==> src/vtop_pkg.sv <==
package vtop_pkg;

    // byte address, virtual before translation, physical after it
    typedef logic [31:0] addr_t;

    // one data word on either bus
    typedef logic [31:0] word_t;

    // byte write enables
    // all zero means the transfer is a read
    typedef logic [3:0] strobe_t;

    // size code as the core drives it
    typedef logic [2:0] msize_t;

    // owner of a request, port 1 or port 0
    typedef logic [0:0] port_id_t;

    // cbus burst length minus one
    typedef logic [3:0] mlen_t;

    // size codes
    localparam msize_t msize1 = 3'd0;
    localparam msize_t msize2 = 3'd1;
    localparam msize_t msize4 = 3'd2;

    // single beat, the only length used here
    localparam mlen_t mlen1 = 4'd0;

    // kernel segments
    // kseg0 cached and kseg1 uncached, both map onto the low 512 MB
    localparam addr_t kseg0_base = 32'h8000_0000;
    localparam addr_t kseg1_base = 32'hA000_0000;
    localparam addr_t seg_size = 32'h2000_0000;

    // drops the top three address bits
    localparam addr_t phys_mask = 32'h1FFF_FFFF;

    // cbus master
    // busy covers the whole time creq_valid is up
    typedef enum logic {
        master_idle,
        master_busy
    } master_state_t;

endpackage

==> src/dbus_port_stage.sv <==
`timescale 1ns/1ns

module dbus_port_stage #(
    parameter vtop_pkg::port_id_t port_id = 1'b0
) (
    input  logic               clk,
    input  logic               rst,
    // request side from the core
    input  logic               req_valid,
    input  vtop_pkg::addr_t    req_addr,
    input  vtop_pkg::msize_t   req_size,
    input  vtop_pkg::strobe_t  req_strobe,
    input  vtop_pkg::word_t    req_data,
    output logic               resp_addr_ok,
    output logic               resp_data_ok,
    output vtop_pkg::word_t    resp_data,
    // held request toward the arbiter
    output logic               held_valid,
    output vtop_pkg::addr_t    held_addr,
    output vtop_pkg::msize_t   held_size,
    output vtop_pkg::strobe_t  held_strobe,
    output vtop_pkg::word_t    held_data,
    input  logic               take,
    // completion from the cbus master
    input  logic               done_valid,
    input  vtop_pkg::port_id_t done_port,
    input  vtop_pkg::word_t    done_data
);

    // set from take until the matching completion
    logic outstanding;
    logic done_hit;

    // one request per port at a time
    assign resp_addr_ok = req_valid && !held_valid && !outstanding;
    assign done_hit = done_valid && (done_port == port_id);

    always_ff @(posedge clk) begin
        if (rst) begin
            held_valid <= 1'b0;
            outstanding <= 1'b0;
            resp_data_ok <= 1'b0;
        end else begin
            resp_data_ok <= done_hit;
            if (resp_addr_ok) begin
                held_valid <= 1'b1;
            end else if (take) begin
                held_valid <= 1'b0;
            end
            // take and done never fall in the same cycle
            if (take) begin
                outstanding <= 1'b1;
            end else if (done_hit) begin
                outstanding <= 1'b0;
            end
        end
    end

    // payload, only meaningful while held or on data_ok
    always_ff @(posedge clk) begin
        if (resp_addr_ok) begin
            held_addr <= req_addr;
            held_size <= req_size;
            held_strobe <= req_strobe;
            held_data <= req_data;
        end
        if (done_hit) begin
            resp_data <= done_data;
        end
    end

endmodule

==> src/dbus_arbiter.sv <==
`timescale 1ns/1ns

module dbus_arbiter (
    // port 1
    input  logic               held1_valid,
    input  vtop_pkg::addr_t    held1_addr,
    input  vtop_pkg::msize_t   held1_size,
    input  vtop_pkg::strobe_t  held1_strobe,
    input  vtop_pkg::word_t    held1_data,
    output logic               take1,
    // port 0
    input  logic               held0_valid,
    input  vtop_pkg::addr_t    held0_addr,
    input  vtop_pkg::msize_t   held0_size,
    input  vtop_pkg::strobe_t  held0_strobe,
    input  vtop_pkg::word_t    held0_data,
    output logic               take0,
    // toward the translate stage
    input  logic               fwd_ready,
    output logic               fwd_valid,
    output vtop_pkg::addr_t    fwd_addr,
    output vtop_pkg::msize_t   fwd_size,
    output vtop_pkg::strobe_t  fwd_strobe,
    output vtop_pkg::word_t    fwd_data,
    output vtop_pkg::port_id_t fwd_port
);

    // fixed priority, port 1 wins whenever it holds something
    assign fwd_valid = held1_valid || held0_valid;
    assign fwd_port = held1_valid ? 1'b1 : 1'b0;

    // field mux follows the winner
    assign fwd_addr = held1_valid ? held1_addr : held0_addr;
    assign fwd_size = held1_valid ? held1_size : held0_size;
    assign fwd_strobe = held1_valid ? held1_strobe : held0_strobe;
    assign fwd_data = held1_valid ? held1_data : held0_data;

    // take only to the winner and only if the next stage has room
    assign take1 = held1_valid && fwd_ready;
    assign take0 = held0_valid && !held1_valid && fwd_ready;

endmodule

==> src/seg_translate.sv <==
`timescale 1ns/1ns

module seg_translate #(
    parameter bit seg_map_en = 1'b1
) (
    input  logic               clk,
    input  logic               rst,
    // from the arbiter
    input  logic               fwd_valid,
    input  vtop_pkg::addr_t    fwd_addr,
    input  vtop_pkg::msize_t   fwd_size,
    input  vtop_pkg::strobe_t  fwd_strobe,
    input  vtop_pkg::word_t    fwd_data,
    input  vtop_pkg::port_id_t fwd_port,
    output logic               fwd_ready,
    // toward the cbus master
    output logic               xl_valid,
    output vtop_pkg::addr_t    xl_addr,
    output vtop_pkg::msize_t   xl_size,
    output vtop_pkg::strobe_t  xl_strobe,
    output vtop_pkg::word_t    xl_data,
    output vtop_pkg::port_id_t xl_port,
    input  logic               xl_ready
);

    import vtop_pkg::*;

    addr_t phys_addr;
    logic in_kseg;
    logic load;

    // kseg0 and kseg1 are contiguous, 0x8000_0000 up to 0xBFFF_FFFF
    assign in_kseg = (fwd_addr >= kseg0_base) && (fwd_addr < kseg1_base + seg_size);

    // kuseg and kseg2/3 pass through, no tlb here
    assign phys_addr = (seg_map_en && in_kseg) ? (fwd_addr & phys_mask) : fwd_addr;

    // room when empty or when the entry leaves this cycle
    assign fwd_ready = !xl_valid || xl_ready;
    assign load = fwd_valid && fwd_ready;

    always_ff @(posedge clk) begin
        if (rst) begin
            xl_valid <= 1'b0;
        end else if (load) begin
            xl_valid <= 1'b1;
        end else if (xl_ready) begin
            xl_valid <= 1'b0;
        end
    end

    always_ff @(posedge clk) begin
        if (load) begin
            xl_addr <= phys_addr;
            xl_size <= fwd_size;
            xl_strobe <= fwd_strobe;
            xl_data <= fwd_data;
            xl_port <= fwd_port;
        end
    end

endmodule

==> src/cbus_master.sv <==
`timescale 1ns/1ns

module cbus_master (
    input  logic               clk,
    input  logic               rst,
    // from the translate stage
    input  logic               xl_valid,
    input  vtop_pkg::addr_t    xl_addr,
    input  vtop_pkg::msize_t   xl_size,
    input  vtop_pkg::strobe_t  xl_strobe,
    input  vtop_pkg::word_t    xl_data,
    input  vtop_pkg::port_id_t xl_port,
    output logic               xl_ready,
    // cache bus
    output logic               creq_valid,
    output logic               creq_is_write,
    output vtop_pkg::msize_t   creq_size,
    output vtop_pkg::addr_t    creq_addr,
    output vtop_pkg::strobe_t  creq_strobe,
    output vtop_pkg::word_t    creq_data,
    output vtop_pkg::mlen_t    creq_len,
    input  logic               cresp_ready,
    input  logic               cresp_last,
    input  vtop_pkg::word_t    cresp_data,
    // completion back to the port stages
    output logic               done_valid,
    output vtop_pkg::port_id_t done_port,
    output vtop_pkg::word_t    done_data
);

    import vtop_pkg::*;

    master_state_t state;
    port_id_t owner;
    logic complete;

    // single beat, so ready with last ends the transfer
    assign complete = (state == master_busy) && cresp_ready && cresp_last;

    // next entry can load in the completing cycle
    assign xl_ready = (state == master_idle) || complete;

    assign creq_valid = (state == master_busy);
    assign creq_len = mlen1;

    assign done_valid = complete;
    assign done_port = owner;
    // writes hand back zero data
    assign done_data = creq_is_write ? '0 : cresp_data;

    always_ff @(posedge clk) begin
        if (rst) begin
            state <= master_idle;
        end else begin
            case (state)
                master_idle: begin
                    if (xl_valid) begin
                        state <= master_busy;
                    end
                end
                master_busy: begin
                    // back to back stays busy
                    if (complete && !xl_valid) begin
                        state <= master_idle;
                    end
                end
                default: state <= master_idle;
            endcase
        end
    end

    // request fields stay put while busy
    always_ff @(posedge clk) begin
        if (xl_valid && xl_ready) begin
            creq_addr <= xl_addr;
            creq_size <= xl_size;
            creq_strobe <= xl_strobe;
            creq_data <= xl_data;
            creq_is_write <= |xl_strobe;
            owner <= xl_port;
        end
    end

endmodule

==> src/vtop.sv <==
`timescale 1ns/1ns

module vtop #(
    parameter bit seg_map_en = 1'b1
) (
    input  logic               clk,
    input  logic               rst,
    // data port 1
    input  logic               dreq_1_valid,
    input  vtop_pkg::addr_t    dreq_1_addr,
    input  vtop_pkg::msize_t   dreq_1_size,
    input  vtop_pkg::strobe_t  dreq_1_strobe,
    input  vtop_pkg::word_t    dreq_1_data,
    output logic               dresp_1_addr_ok,
    output logic               dresp_1_data_ok,
    output vtop_pkg::word_t    dresp_1_data,
    // data port 0
    input  logic               dreq_0_valid,
    input  vtop_pkg::addr_t    dreq_0_addr,
    input  vtop_pkg::msize_t   dreq_0_size,
    input  vtop_pkg::strobe_t  dreq_0_strobe,
    input  vtop_pkg::word_t    dreq_0_data,
    output logic               dresp_0_addr_ok,
    output logic               dresp_0_data_ok,
    output vtop_pkg::word_t    dresp_0_data,
    // cache bus master
    output logic               creq_valid,
    output logic               creq_is_write,
    output vtop_pkg::msize_t   creq_size,
    output vtop_pkg::addr_t    creq_addr,
    output vtop_pkg::strobe_t  creq_strobe,
    output vtop_pkg::word_t    creq_data,
    output vtop_pkg::mlen_t    creq_len,
    input  logic               cresp_ready,
    input  logic               cresp_last,
    input  vtop_pkg::word_t    cresp_data
);

    import vtop_pkg::*;

    // held requests
    logic held1_valid, held0_valid, take1, take0;
    addr_t held1_addr, held0_addr;
    msize_t held1_size, held0_size;
    strobe_t held1_strobe, held0_strobe;
    word_t held1_data, held0_data;

    // arbiter to translate
    logic fwd_valid, fwd_ready;
    addr_t fwd_addr;
    msize_t fwd_size;
    strobe_t fwd_strobe;
    word_t fwd_data;
    port_id_t fwd_port;

    // translate to master
    logic xl_valid, xl_ready;
    addr_t xl_addr;
    msize_t xl_size;
    strobe_t xl_strobe;
    word_t xl_data;
    port_id_t xl_port;

    // completions
    logic done_valid;
    port_id_t done_port;
    word_t done_data;

    dbus_port_stage #(.port_id(1'b1)) i_port_1 (
        .clk(clk), .rst(rst),
        .req_valid(dreq_1_valid), .req_addr(dreq_1_addr), .req_size(dreq_1_size),
        .req_strobe(dreq_1_strobe), .req_data(dreq_1_data),
        .resp_addr_ok(dresp_1_addr_ok), .resp_data_ok(dresp_1_data_ok),
        .resp_data(dresp_1_data),
        .held_valid(held1_valid), .held_addr(held1_addr), .held_size(held1_size),
        .held_strobe(held1_strobe), .held_data(held1_data), .take(take1),
        .done_valid(done_valid), .done_port(done_port), .done_data(done_data)
    );

    dbus_port_stage #(.port_id(1'b0)) i_port_0 (
        .clk(clk), .rst(rst),
        .req_valid(dreq_0_valid), .req_addr(dreq_0_addr), .req_size(dreq_0_size),
        .req_strobe(dreq_0_strobe), .req_data(dreq_0_data),
        .resp_addr_ok(dresp_0_addr_ok), .resp_data_ok(dresp_0_data_ok),
        .resp_data(dresp_0_data),
        .held_valid(held0_valid), .held_addr(held0_addr), .held_size(held0_size),
        .held_strobe(held0_strobe), .held_data(held0_data), .take(take0),
        .done_valid(done_valid), .done_port(done_port), .done_data(done_data)
    );

    dbus_arbiter i_arbiter (
        .held1_valid(held1_valid), .held1_addr(held1_addr), .held1_size(held1_size),
        .held1_strobe(held1_strobe), .held1_data(held1_data), .take1(take1),
        .held0_valid(held0_valid), .held0_addr(held0_addr), .held0_size(held0_size),
        .held0_strobe(held0_strobe), .held0_data(held0_data), .take0(take0),
        .fwd_ready(fwd_ready), .fwd_valid(fwd_valid), .fwd_addr(fwd_addr),
        .fwd_size(fwd_size), .fwd_strobe(fwd_strobe), .fwd_data(fwd_data),
        .fwd_port(fwd_port)
    );

    seg_translate #(.seg_map_en(seg_map_en)) i_translate (
        .clk(clk), .rst(rst),
        .fwd_valid(fwd_valid), .fwd_addr(fwd_addr), .fwd_size(fwd_size),
        .fwd_strobe(fwd_strobe), .fwd_data(fwd_data), .fwd_port(fwd_port),
        .fwd_ready(fwd_ready),
        .xl_valid(xl_valid), .xl_addr(xl_addr), .xl_size(xl_size),
        .xl_strobe(xl_strobe), .xl_data(xl_data), .xl_port(xl_port),
        .xl_ready(xl_ready)
    );

    cbus_master i_master (
        .clk(clk), .rst(rst),
        .xl_valid(xl_valid), .xl_addr(xl_addr), .xl_size(xl_size),
        .xl_strobe(xl_strobe), .xl_data(xl_data), .xl_port(xl_port),
        .xl_ready(xl_ready),
        .creq_valid(creq_valid), .creq_is_write(creq_is_write), .creq_size(creq_size),
        .creq_addr(creq_addr), .creq_strobe(creq_strobe), .creq_data(creq_data),
        .creq_len(creq_len),
        .cresp_ready(cresp_ready), .cresp_last(cresp_last), .cresp_data(cresp_data),
        .done_valid(done_valid), .done_port(done_port), .done_data(done_data)
    );

endmodule

==> config.mk <==
export PLATFORM = sky130hd
export DESIGN_NAME = vtop
export DESIGN_NICKNAME = d
export VERILOG_FILES = /design/src/vtop_pkg.sv /design/src/dbus_port_stage.sv /design/src/dbus_arbiter.sv /design/src/seg_translate.sv /design/src/cbus_master.sv /design/src/vtop.sv
export SDC_FILE = /design/constraint.sdc
export NUM_CORES = 1
export LEC_CHECK = 0
export ABC_AREA = 1
export BUFFER_PORTS_ARGS = -buffer_cell sky130_fd_sc_hd__buf_2
export CAP_MARGIN = 15
export CORE_MARGIN = 3
export CORE_UTILIZATION = 33
export CTS_CLUSTER_DIAMETER = 60
export CTS_CLUSTER_SIZE = 20
export DETAILED_ROUTE_END_ITERATION = 8
export SLEW_MARGIN = 20
export SYNTH_ARGS = -nofsm -noshare
export SYNTH_HDL_FRONTEND = slang
export SYNTH_SLANG_ARGS = --single-unit
==> constraint.sdc <==
create_clock -name clk -period 10.16 [get_ports clk]
set_input_delay 2.032 -clock clk [delete_from_list [all_inputs] [get_ports clk]]
set_output_delay 2.032 -clock clk [all_outputs]
set_load 0.02 [all_outputs]
# Yosys cells after proc, flatten, opt, wreduce, memory -nomap -nowiden
# Index checks and enable logic that the tools add are counted.
# totals
ff_bits	359
in_bits	180
out_inout_bits	145
wordCells	82
# classes
magnitude_cmp	2
n_mux	19
n_bitwise	2
reduce_logical	29
# ops
cell	count
32-bit 2-to-1 mux	3
32-bit >= comparator (second input constant)	1
32-bit < comparator (second input constant)	1
1-bit logical AND	15
1-bit 2-to-1 mux	13
2-bit nonzero test	5
1-bit logical NOT	5
4-bit 2-to-1 mux	1
4-bit OR reduction	1
1-bit logical OR	3
3-bit 2-to-1 mux	1
1-bit NOT	2
1-bit case mux with 2 select lines	1

# Logic depth before layout (Yosys ltp)
# depth
ltp_word	7
ltp_mapped	5
ltp_nobuf	5

# Cells and area by module
# A second synthesis with hierarchy kept.
# unflattened
hier_cells	709
area_unflattened_um2	12150.4
# by_module_without_submodules
mod	instances	cells_each	area_per_inst_um2	seq_area_each_um2
dbus_port_stage (i_port_0)	1	118	3206.8	3153.0
dbus_port_stage (i_port_1)	1	117	3200.6	3153.0
cbus_master	1	156	2560.0	2212.1
seg_translate	1	83	2232.1	2182.1
dbus_arbiter	1	235	950.9	0.0

# Worst setup path after synthesis
# OpenSTA, ideal clock, no wires.
# synth_path
path_type	input to output
startpoint	input port dreq_1_valid
endpoint	output port dresp_1_addr_ok
arrival_time_ns	7.273
required_time_ns	8.128
path_slack_ns	0.855
stages	2
n_path_buf	0
path_cell_list	inv_1 > nor3_1
# synth_via
elab_chain_len	2
# synth_lines
element	line	rtl
start: declaration	vtop.sv:9	input logic dreq_1_valid,
1-bit logical AND (2 in a row)	dbus_port_stage.sv:35	assign resp_addr_ok = req_valid && !held_valid && !outstanding;
end: declaration	vtop.sv:14	output logic dresp_1_addr_ok,
# No other way between the ends.

# Final worst setup path
# layout_path
startpoint	input port dreq_0_valid
endpoint	output port dresp_0_addr_ok
# layout_via
elab_chain_len	2
# layout_lines
element	line	rtl
start: declaration	vtop.sv:18	input logic dreq_0_valid,
1-bit logical AND (2 in a row)	dbus_port_stage.sv:35	
end: declaration	vtop.sv:23	output logic dresp_0_addr_ok,
# No other way between the ends.

==> results.py <==
metrics = {
    "run_status": {
        "status": "complete, no violations",
    },
    "timing": {
        "max_freq_mhz": 197,
        "worst_pin_slew_ns": 0.714,
        "post-route-period-util_pct": 49.9,
        "rsz0062_at_grt": "false",
        "fin_worst_skew_ns": 0.0227,
        "slew_headroom_pct": 52.3,
        "fin_tns_setup_ns": 0,
        "drv_slew": 0,
        "finalHoldViolCount": 0,
        "setup_violations": 0,
        "layout_min_cycle_time_ns": 5.07,
    },
    "synthesis": {
        "synth_area_um2": 12000,
        "netlist_top_cells_area": "edfxtp_1 (88%), nand2_1 (6.7%), dfxtp_1 (1.3%)",
        "avgSynthCellArea_um2": 17.2,
        "synth_xor_area_share_pct": 0,
        "yosysSeqAreaShare_pct": 88.9,
        "yosys.area.top_type_share_pct": 87.6,
        "synth_warnings": 0,
        "synth_area_leader_cell": "edfxtp_1",
        "synth_top_family_by_area": "simple AND/OR/NAND/NOR gates",
        "synth_adder_area_share_pct": 0,
        "syn_inst": 698,
        "synthSimpleGateAreaFrac_pct": 8.27,
        "synthDistinctLibCells": 19,
        "ys_ff_latch": 359,
        "synthMuxAreaShare_pct": 0.0832,
        "synth-compound-area-share_pct": 0.468,
    },
    "critical_path": {
        "startpoint": "dreq_0_valid",
        "cpLargestDelayFamily": "buffers and inverters",
        "crit_path_start_kind": "input port",
        "arrival_ns": 3.04,
        "cp.depth": 5,
        "reg2reg_depth": 4,
        "crit_buf_inv": 4,
        "cp_max_fo": 32,
        "crit_type": "in2out",
        "worstSetupEndpointType": "primary output",
        "cp_slowest_stage_delay_ns": 0.44,
        "crit_required_ns": 8.13,
        "r2r_setup_slack_ns": 7.95,
        "crit_chain": "buf_2, inv_1, nor3_2, buf_4, buf_2",
        "r2r-start": "i_master.creq_valid$_SDFF_PP0_",
        "cp_slowest_cell": "buf_4",
        "critPathMostFrequentCell": "buf_2",
    },
    "drt": {
        "ant_nets": 0,
        "dr_total_vias": 6452,
        "firstDrtPassIters": 4,
        "avgRoutedWirePerCell_um": 16.8,
        "wl_um": 25600,
        "initialDrtViolationCount": 167,
        "post_drt_via_cell_ratio": 4.24,
        "route.detailed.drc": 0,
    },
    "clock_network": {
        "cts_sinks": 359,
        "clock_latency_ns": 0.55,
        "cts_setup_buffers": 0,
        "cts_resized": 0,
        "htreeDepth": 1,
        "numCtsBuffers": 28,
        "cts-root-buf": "clkbuf_16",
        "clockBufferDepth": 3,
        "cts_hold_buffers": 0,
        "clkTransAtPathRegs_ns": 0.08,
        "tritoncts": "done",
    },
    "flow_run": {
        "cap_violations": 0,
    },
    "cells_and_area": {
        "utilization_pct": 42.5,
        "nNetsFinal": 1220,
        "syn_to_final_growth_pct": 26.3,
        "drive_gt1_share_pct": 36.3,
    },
    "power": {
        "p_leak_nw": 6.12,
        "power_mw": 3.24,
        "powerDensity_nw_per_um2": 213,
        "ir_drop_v": 0.000125,
    },
    "grt": {
        "grt.total_usage_pct": 12.7,
        "grt_pass1_wl_um": 37800,
        "grt_pass1_vias": 6430,
        "antenna_found_initial": 8,
        "grt_start_max_net_pins": 59,
        "gr-total-overflow": 0,
    },
    "hold_path": {
        "hold_start": "i_translate.xl_addr[10]$_DFFE_PP_",
        "min_path_type": "reg2reg",
        "holdPathStages": 0,
    },
    "die": {
        "die_h_um": 197,
        "io_pins": 325,
        "start_util_pct": 33.7,
        "dieWidth_um": 197,
        "core-area_um2": 35700,
        "fp.dieArea_um2": 38800,
        "rows": 69,
    },
    "placement": {
        "gp_congestion": 0.762,
        "port_buffers": 320,
        "dp_hpwl_um": 17700,
    },
}
[worst paths after layout]
path,to
worst max-delay path,dresp_0_addr_ok
worst min-delay path,i_master.creq_addr[10]$_DFFE_PP_
worst max register to register,i_translate.xl_data[0]$_DFFE_PP_
worst min register to register,i_master.creq_addr[10]$_DFFE_PP_
[registers in the layout, indices dropped and copies added (netlist names), 4 cells and up]
name,flops
i_port_0.held_data,32
i_translate.xl_data,32
i_master.creq_addr,32
i_port_0.resp_data,32
i_port_0.held_strobe,4
i_port_1.resp_data,32
i_port_1.held_data,32
i_port_1.held_strobe,4
i_translate.xl_addr,32
i_translate.xl_strobe,4
i_master.creq_data,32
i_port_1.held_addr,32
i_master.creq_strobe,4
i_port_0.held_addr,32
[cells in the final DEF (no fill, tap or decap), types with 2 or more instances in the layout]
cell and count:
a21oi_1 5, buf_2 320, buf_4 11, bufinv_16 3, clkbuf_16 29, clkinv_1 2
clkinvlp_4 2, conb_1 4, dfxtp_1 7, diode_2 2, edfxtp_1 351, inv_1 38
inv_2 3, inv_6 2, inv_8 5, nand2_1 216, nand4_1 2, nor2_1 40
nor3_2 2, o21ai_0 2, o21ai_1 2
[routing by layer]
layer,share of wire [%],vias up,track usage [%]
met1,40,3003,16.0
met3,9.6,50,4.27
met5,0.22,-,0
li1,-,3123,-
met2,48,266,21.0
met4,2.0,10,3.48
[through the flow]
stage,worst slack (ns),hold slack (ns),cells,cell area (um2)
5_1_grt,5.00,0.427,1521,15200
4_1_cts,5.06,0.420,1519,15200
3_5_place_dp,5.05,0.405,1471,14200
3_3_place_gp,5.07,0.401,1471,14200
6_report,5.09,0.418,1521,15200
2_1_floorplan,0.855,0.400,701,12000
[kinds of logic (layout without fill, tap and decap cells)]
group	Yosys count	in the layout
flip-flops	359	359
AND/OR/NAND/NOR	262	262
multiplexers	1	1
buffers and inverters	64	421
AO/OA/AOI/OAI	11	11
other	1	6
[cell usage after synthesis (all sizes together)]
cell    count
edfxtp    351
a21oi       6
nand2     216
or2         1
clkbuf     10
dfxtp       8
conb        1
nor2       40
o21ai       4
a31oi       1
buf        12
nand4       2
inv        42
nor3        2
nand3       1
mux2i       1
[where the power goes]
part	total, mW	switching, mW	internal (mW)	leakage (nW)
Combinational	0.250	0.179	0.0712	2.27
Sequential	1.83	0.0379	1.79	3.38
Clock	1.15	0.536	0.619	0.472
[area by class of cell]
cell class	count	area (um2)
Timing Repair Buffer	331	1680
Clock buffer	30	729
Antenna cell	2	5.00
Clock inverter	18	248
Fill cell	3240	20500
Multi-Input combinational cell	278	1100
Tap cell	461	577
Inverter	42	159
Sequential cell	359	10700
Note: power is estimated with default switching activity, not from simulation.
